<file path="config.mk">
export PLATFORM = sky130hd
export DESIGN_NAME = dcu_sb_ent
export DESIGN_NICKNAME = d
export VERILOG_FILES = /design/src/hw/dcu_sb_pkg.sv /design/src/hw/dcu_sb_ent.sv
export VERILOG_INCLUDE_DIRS = /design/src /design/src/hw
export SDC_FILE = /design/constraint.sdc
export NUM_CORES = 1
export LEC_CHECK = 0
export ABC_AREA = 1
export CAP_MARGIN = 25
export CORE_UTILIZATION = 45
export CTS_CLUSTER_SIZE = 25
export DETAILED_ROUTE_END_ITERATION = 6
export DONT_BUFFER_PORTS = 1
export GPL_TIMING_DRIVEN = 0
export PLACE_DENSITY = 0.71
export SYNTH_ARGS = -nofsm -noshare
export SYNTH_HDL_FRONTEND = slang
export SYNTH_SLANG_ARGS = --single-unit
export TNS_END_PERCENT = 30
</file>
<file path="constraint.sdc">
create_clock -name dcu_clk -period 2.4 [get_ports dcu_clk]
set_input_delay 0.24 -clock dcu_clk [delete_from_list [all_inputs] [get_ports dcu_clk]]
set_output_delay 0.24 -clock dcu_clk [all_outputs]
set_load 0.005 [all_outputs]
</file>
<file path="src/hw/dcu_sb_defines.svh">
// store buffer depth, address width, way count and line geometry
`ifndef DCU_SB_DEFINES_SVH
`define DCU_SB_DEFINES_SVH

`define SB_DEPTH      4     // entries, also the width of every one-hot pointer
`define SB_PALEN      32
`define SB_WAYS       4     // way travels one-hot
`define SB_LINE_OFS   6     // 64-byte line
`define SB_WORD_OFS   2

// derived word and line fields
`define SB_WORD_BYTES (1 << `SB_WORD_OFS)
`define SB_WORD_W     (8 * `SB_WORD_BYTES)
`define SB_TAG_W      (`SB_PALEN - `SB_LINE_OFS)
`define SB_WIDX_W     (`SB_LINE_OFS - `SB_WORD_OFS)

`endif

</file>
<file path="src/hw/dcu_sb_pkg.sv">
// store buffer bundle types for enqueue, commit, forward and drain
`include "dcu_sb_defines.svh"

package dcu_sb_pkg;

    typedef struct packed {
        logic [`SB_TAG_W-1:0]    tag;
        logic [`SB_WIDX_W-1:0]   widx;     // word in line
        logic [`SB_WORD_OFS-1:0] bofs;
    } sb_addr_fld_t;

    // same address word, flat for word compare and drain, split for line compare
    typedef union packed {
        logic [`SB_PALEN-1:0] flat;
        sb_addr_fld_t         fld;
    } sb_addr_u;

    typedef struct packed {
        logic                 valid;
        logic                 mrg;
        logic [`SB_DEPTH-1:0] mrg_ptr;
        sb_addr_u             addr;
        logic [`SB_WAYS-1:0]  way;
    } sb_enq_t;

    typedef struct packed {
        logic                     valid;
        logic                     kill;
        logic [`SB_DEPTH-1:0]     ptr;
        logic [`SB_WORD_W-1:0]    wdata;
        logic [`SB_WORD_BYTES-1:0] wmask;
    } sb_cmt_t;

    typedef struct packed {
        logic                     hit;
        logic [`SB_DEPTH-1:0]     hit_ptr;
        logic [`SB_DEPTH-1:0]     hit_line_ptr;
        logic [`SB_WORD_W-1:0]    rdata;
        logic [`SB_WORD_BYTES-1:0] rmask;
    } sb_fwd_t;

    typedef struct packed {
        logic [`SB_PALEN-1:0]     addr;
        logic [`SB_WAYS-1:0]      way;
        logic [`SB_WORD_W-1:0]    data;
        logic [`SB_WORD_BYTES-1:0] mask;
    } sb_drain_t;

    typedef struct packed {
        logic [`SB_PALEN-1:0]     addr;
        logic [`SB_WAYS-1:0]      way;
        logic [`SB_WORD_W-1:0]    data;
        logic [`SB_WORD_BYTES-1:0] mask;
    } sb_ent_t;

endpackage

</file>
<file path="src/hw/dcu_sb_ent.sv">
// store buffer entry holding one word store and its valid/pending/committed state
`timescale 1ns/100ps
`include "dcu_sb_defines.svh"

module dcu_sb_ent (
    input  logic                 dcu_clk,
    input  logic                 reset,
    input  logic                 enq_valid,
    input  dcu_sb_pkg::sb_enq_t  enq,
    input  logic                 cmt_valid,
    input  dcu_sb_pkg::sb_cmt_t  cmt,
    input  logic                 drain_ack,
    input  dcu_sb_pkg::sb_addr_u cmp_addr,
    output logic                 valid,
    output logic                 pending,
    output logic                 drain_req,
    output logic                 word_hit,
    output logic                 line_hit,
    output dcu_sb_pkg::sb_ent_t  ent
);

    logic                      valid_q;
    logic                      pending_q;      // enqueued, waiting for commit
    logic                      cmtd_q;         // data written at least once
    dcu_sb_pkg::sb_addr_u      addr_q;
    logic [`SB_WAYS-1:0]       way_q;
    logic [`SB_WORD_W-1:0]     data_q;
    logic [`SB_WORD_BYTES-1:0] mask_q;

    logic alloc;       // fresh allocation
    logic cmt_write;   // commit that keeps the store

    assign alloc     = enq_valid & ~enq.mrg;
    assign cmt_write = cmt_valid & ~cmt.kill;

    // state flags, later rules in the block take priority
    always_ff @(posedge dcu_clk) begin
        if (reset) begin
            valid_q   <= 1'b0;
            pending_q <= 1'b0;
            cmtd_q    <= 1'b0;
        end else begin
            if (drain_ack) begin
                valid_q <= 1'b0;     // written to the cache, entry free
                cmtd_q  <= 1'b0;
            end

            if (cmt_valid) begin
                pending_q <= 1'b0;
                if (cmt.kill) begin
                    valid_q <= 1'b0; // speculative store cancelled
                    cmtd_q  <= 1'b0;
                end else begin
                    cmtd_q <= 1'b1;
                end
            end

            if (enq_valid) begin
                // a merge only reopens the entry, it blocks drain until the next commit
                pending_q <= 1'b1;
                if (!enq.mrg) begin
                    valid_q <= 1'b1;
                    cmtd_q  <= 1'b0;
                end
            end
        end
    end

    always_ff @(posedge dcu_clk) begin
        if (alloc) begin
            addr_q <= enq.addr;
            way_q  <= enq.way;
            data_q <= '0;
            mask_q <= '0;
        end else if (cmt_write) begin
            // byte merge, unmasked bytes keep the older store
            for (int b = 0; b < `SB_WORD_BYTES; b++) begin
                if (cmt.wmask[b]) begin
                    data_q[8*b +: 8] <= cmt.wdata[8*b +: 8];
                end
            end
            mask_q <= mask_q | cmt.wmask;
        end
    end

    // word compare on the flat view, byte offset dropped
    assign word_hit = valid_q &
        (addr_q.flat[`SB_PALEN-1:`SB_WORD_OFS] == cmp_addr.flat[`SB_PALEN-1:`SB_WORD_OFS]);

    assign line_hit = valid_q & (addr_q.fld.tag == cmp_addr.fld.tag);   // tag only

    assign drain_req = valid_q & cmtd_q & ~pending_q;

    assign valid   = valid_q;
    assign pending = pending_q;

    assign ent.addr = addr_q.flat;
    assign ent.way  = way_q;
    assign ent.data = data_q;
    assign ent.mask = mask_q;

endmodule

</file>
==> key figures <==
Placed design
  – Buffers on Ports: 0
  – Placed Cells incl. Taps: 472
  – Placer Congestion: 0.695
  – Post-DP HPWL: 5.52 mm
  – Place WS: 920 ps

Synthesis
  – Synthesized cell area: 3210 um^2
  – Ys async rst share: 0%
  – Syn avg cell area: 8.56 um^2
  – Syn_nets: 496
  – Register area share after synthesis: 58.0%
  – Synth Register Bits: 75
  – Synth warn: 0
  – Synth Instances: 375
  – EDFF count, synth: 36
  – Top_reg_cell synth: dfxtp_1
  – Library cells used by synthesis: 22

Drt
  – Antenna Nets Post-Route: 0
  – DRC Markers: 0
  – WL final: 7.65 mm
  – Via density: 4.99
  – Total number of vias: 2,620
  – DRT Pass-1 Iters: 4
  – Wire per inst: 14.6 um
  – DR iter-0 viols: 115

Critical path
  – CP required: 2160 ps
  – Endpoint class of the critical path: output pin
  – Slowest cell on the critical path: edfxtp_1
  – R2R Path Start: valid
  – Maximum net fanout on the critical path: 3
  – Critical Path Max Stage Delay: 460 ps
  – Worst path arrival time: 1590 ps
  – Crit Path Class: flip-flop to output pin
  – Setup crit start kind: flip-flop
  – R2R depth: 3
  – Worst path cell trace: nor2_1 -> nor2_1 -> nor2_1 -> nand2_1 -> nor2_1 -> nand2_1 -> nor2_1
  – Top cell by count, worst path: nor2_1
  – Worst R2R Setup Slack: 1480 ps
  – Worst flop-to-flop path endpoint: valid

Pwr
  – Pwr dens: 729 nW/um^2
  – Total Power: 2.88 mW
  – Maximum VDD drop: 0.429 mV
  – Leakage: 1.72 nW

STA
  – Final setup violation count: 0
  – Fmax: 546 MHz
  – Worst hold slack: 52.5 ps
  – Crit path time final: 1830 ps
  – Final period utilization: 76.3%
  – RSZ-0062 raised after global routing: no
  – Worst Max-Slew Pin Slew: 448 ps
  – Clock Skews: 0 ps
  – Slew HR: 70.1%
  – Final Hold Viols: 0
  – Pins Over Slew Limit: 0
  – Setup_tns: 0 ps
  – Worst Setup Slack, final: 570 ps

GRT
  – Total track usage: 20.0%
  – First-pass GRT wire length: 11.3 mm
  – GR peak layer: met2
  – Met2 Resource Use GR: 36.7%
  – Met3 GRT Util: 8.76%
  – Antenna violations before repair: 0
  – Vias in the first global route: 2,507
  – Largest net degree at the start of global routing: 33
  – Total congestion overflow: 0
  – Met1 GRT Util: 19.6%

Finish
  – Fin cells: 525
  – Layout area overhead: 23.0%
  – Fin nets: 545
  – Layout cells sized above 1: 7.93%
  – Ant diodes: 0
  – Leading cell types in the layout, fill and taps excluded: nand2_1, inv_1, nor2_1, dfxtp_1, dlygate4sd3_1
  – Commonest non-fill, non-tap cell in the layout: nand2_1

Clock tree
  – H-Tree Depth: 3
  – Insertion delay to the later sink of the worst-skew pair: 340 ps
  – CTS Buffer Depth: 2
  – Clock Tree Root: clkbuf_8
  – Num Clock Sinks: 75
  – Post-CTS Resized: 0
  – CTS tree: yes
  – Reg clk slew, reported paths: 80 ps
  – CTS Buf Count: 9

Outcome
  – Outcome: finished clean

Min path
  – Hold path depth: 2
  – Worst hold start: cmt[9]
  – Worst Hold End: data_q[5]
  – Hold Crit Class: input port to flip-flop

Die
  – Die Area: 7470 um^2
  – Initial Util: 47.0%
  – Die H: 86.5 um
  – Core Area: 6830 um^2
  – IO Pins: 198
  – Cell Rows: 30
  – Die width: 86.5 um

Run
  – Total of max-cap violations: 0
[synthesized netlist by cell type, types with 2 or more instances]
library cell	instances	area (um^2)
edfxtp_1	36	1080
a21oi_1	35	175
clkbuf_1	2	7.51
buf_8	3	45.0
dfxtp_1	39	781
clkbuf_8	4	55.1
nand3_1	32	160
nor2_1	46	173
nand2_2	4	25.0
inv_1	52	195
a21oi_2	2	17.5
nand2_1	110	413
[registers in the layout, indices dropped and copies added, names as in the netlist]
| name | count |
|---|---|
| data_q | 32 |
| valid | 1 |
| mask_q | 4 |
| cmtd_q | 1 |
| way_q | 4 |
| pending | 1 |
| addr_q | 32 |
[routing by layer]
metal / routed length [um] / part of all wire [%]
met5: 0 / 0
met4: 105 / 1.4
met3: 834 / 11
met2: 3950 / 52
met1: 2770 / 36
[stage by stage]
stage	utilization (%)	instance area [um^2]
3_5_place_dp	49.0	3350
6_report	57.8	3950
5_1_grt	57.8	3950
4_1_cts	57.8	3950
3_3_place_gp	48.7	3330
2_1_floorplan	-	3210
[critical path: cells and delay by family (launching register included)]
kind	cells	cell delay [ps]
DFF	1	460
and+or+nand+nor	7	790
[how the worst max path moves through the flow]
stage / slack [ps] / end / depth (start not counted) / startpoint
after floorplan: 380 / addr_q[0] / 3 / enq_valid
after global placement: -120 / addr_q[16] / 3 / enq_valid
after detailed placement: 920 / line_hit / 7 / addr_q[7]
after CTS: 530 / line_hit / 7 / addr_q[7]
after global routing: 380 / line_hit / 7 / addr_q[7]
final: 570 / line_hit / 7 / addr_q[7]
[cell families (layout without fill, tap and decap cells)]
group	count (synthesis)	count (layout)	synth area share, %
xor+xnor	1	1	0.273
compound gates	40	40	6.75
buf+inv	64	118	9.94
simple gates	195	195	25.0
flops	75	75	58.0
[power breakdown]
part	internal, mW	total [mW]	switching [mW]
registers	1.44	1.52	0.0801
clock network	0.642	1.09	0.448
logic	0.129	0.265	0.136
total	2.21	2.88	0.664
[area by class of cell]
type                       instances  area [um^2]
fill                             613         2880
sequential                        75         1860
multi-input combinational        236         1030
timing repair buffer              38          390
inverter                          53          199
clock buffer                      11          153
buffer                            11          121
tap                               96          120
clock inverter                     5         73.8
[timing repair]
item	4_1_cts	5_1_grt
endpoints found under the hold margin	38	0
buffers inserted	0	0
hold buffers	37	0
Note: power is estimated with default switching activity, not from simulation.
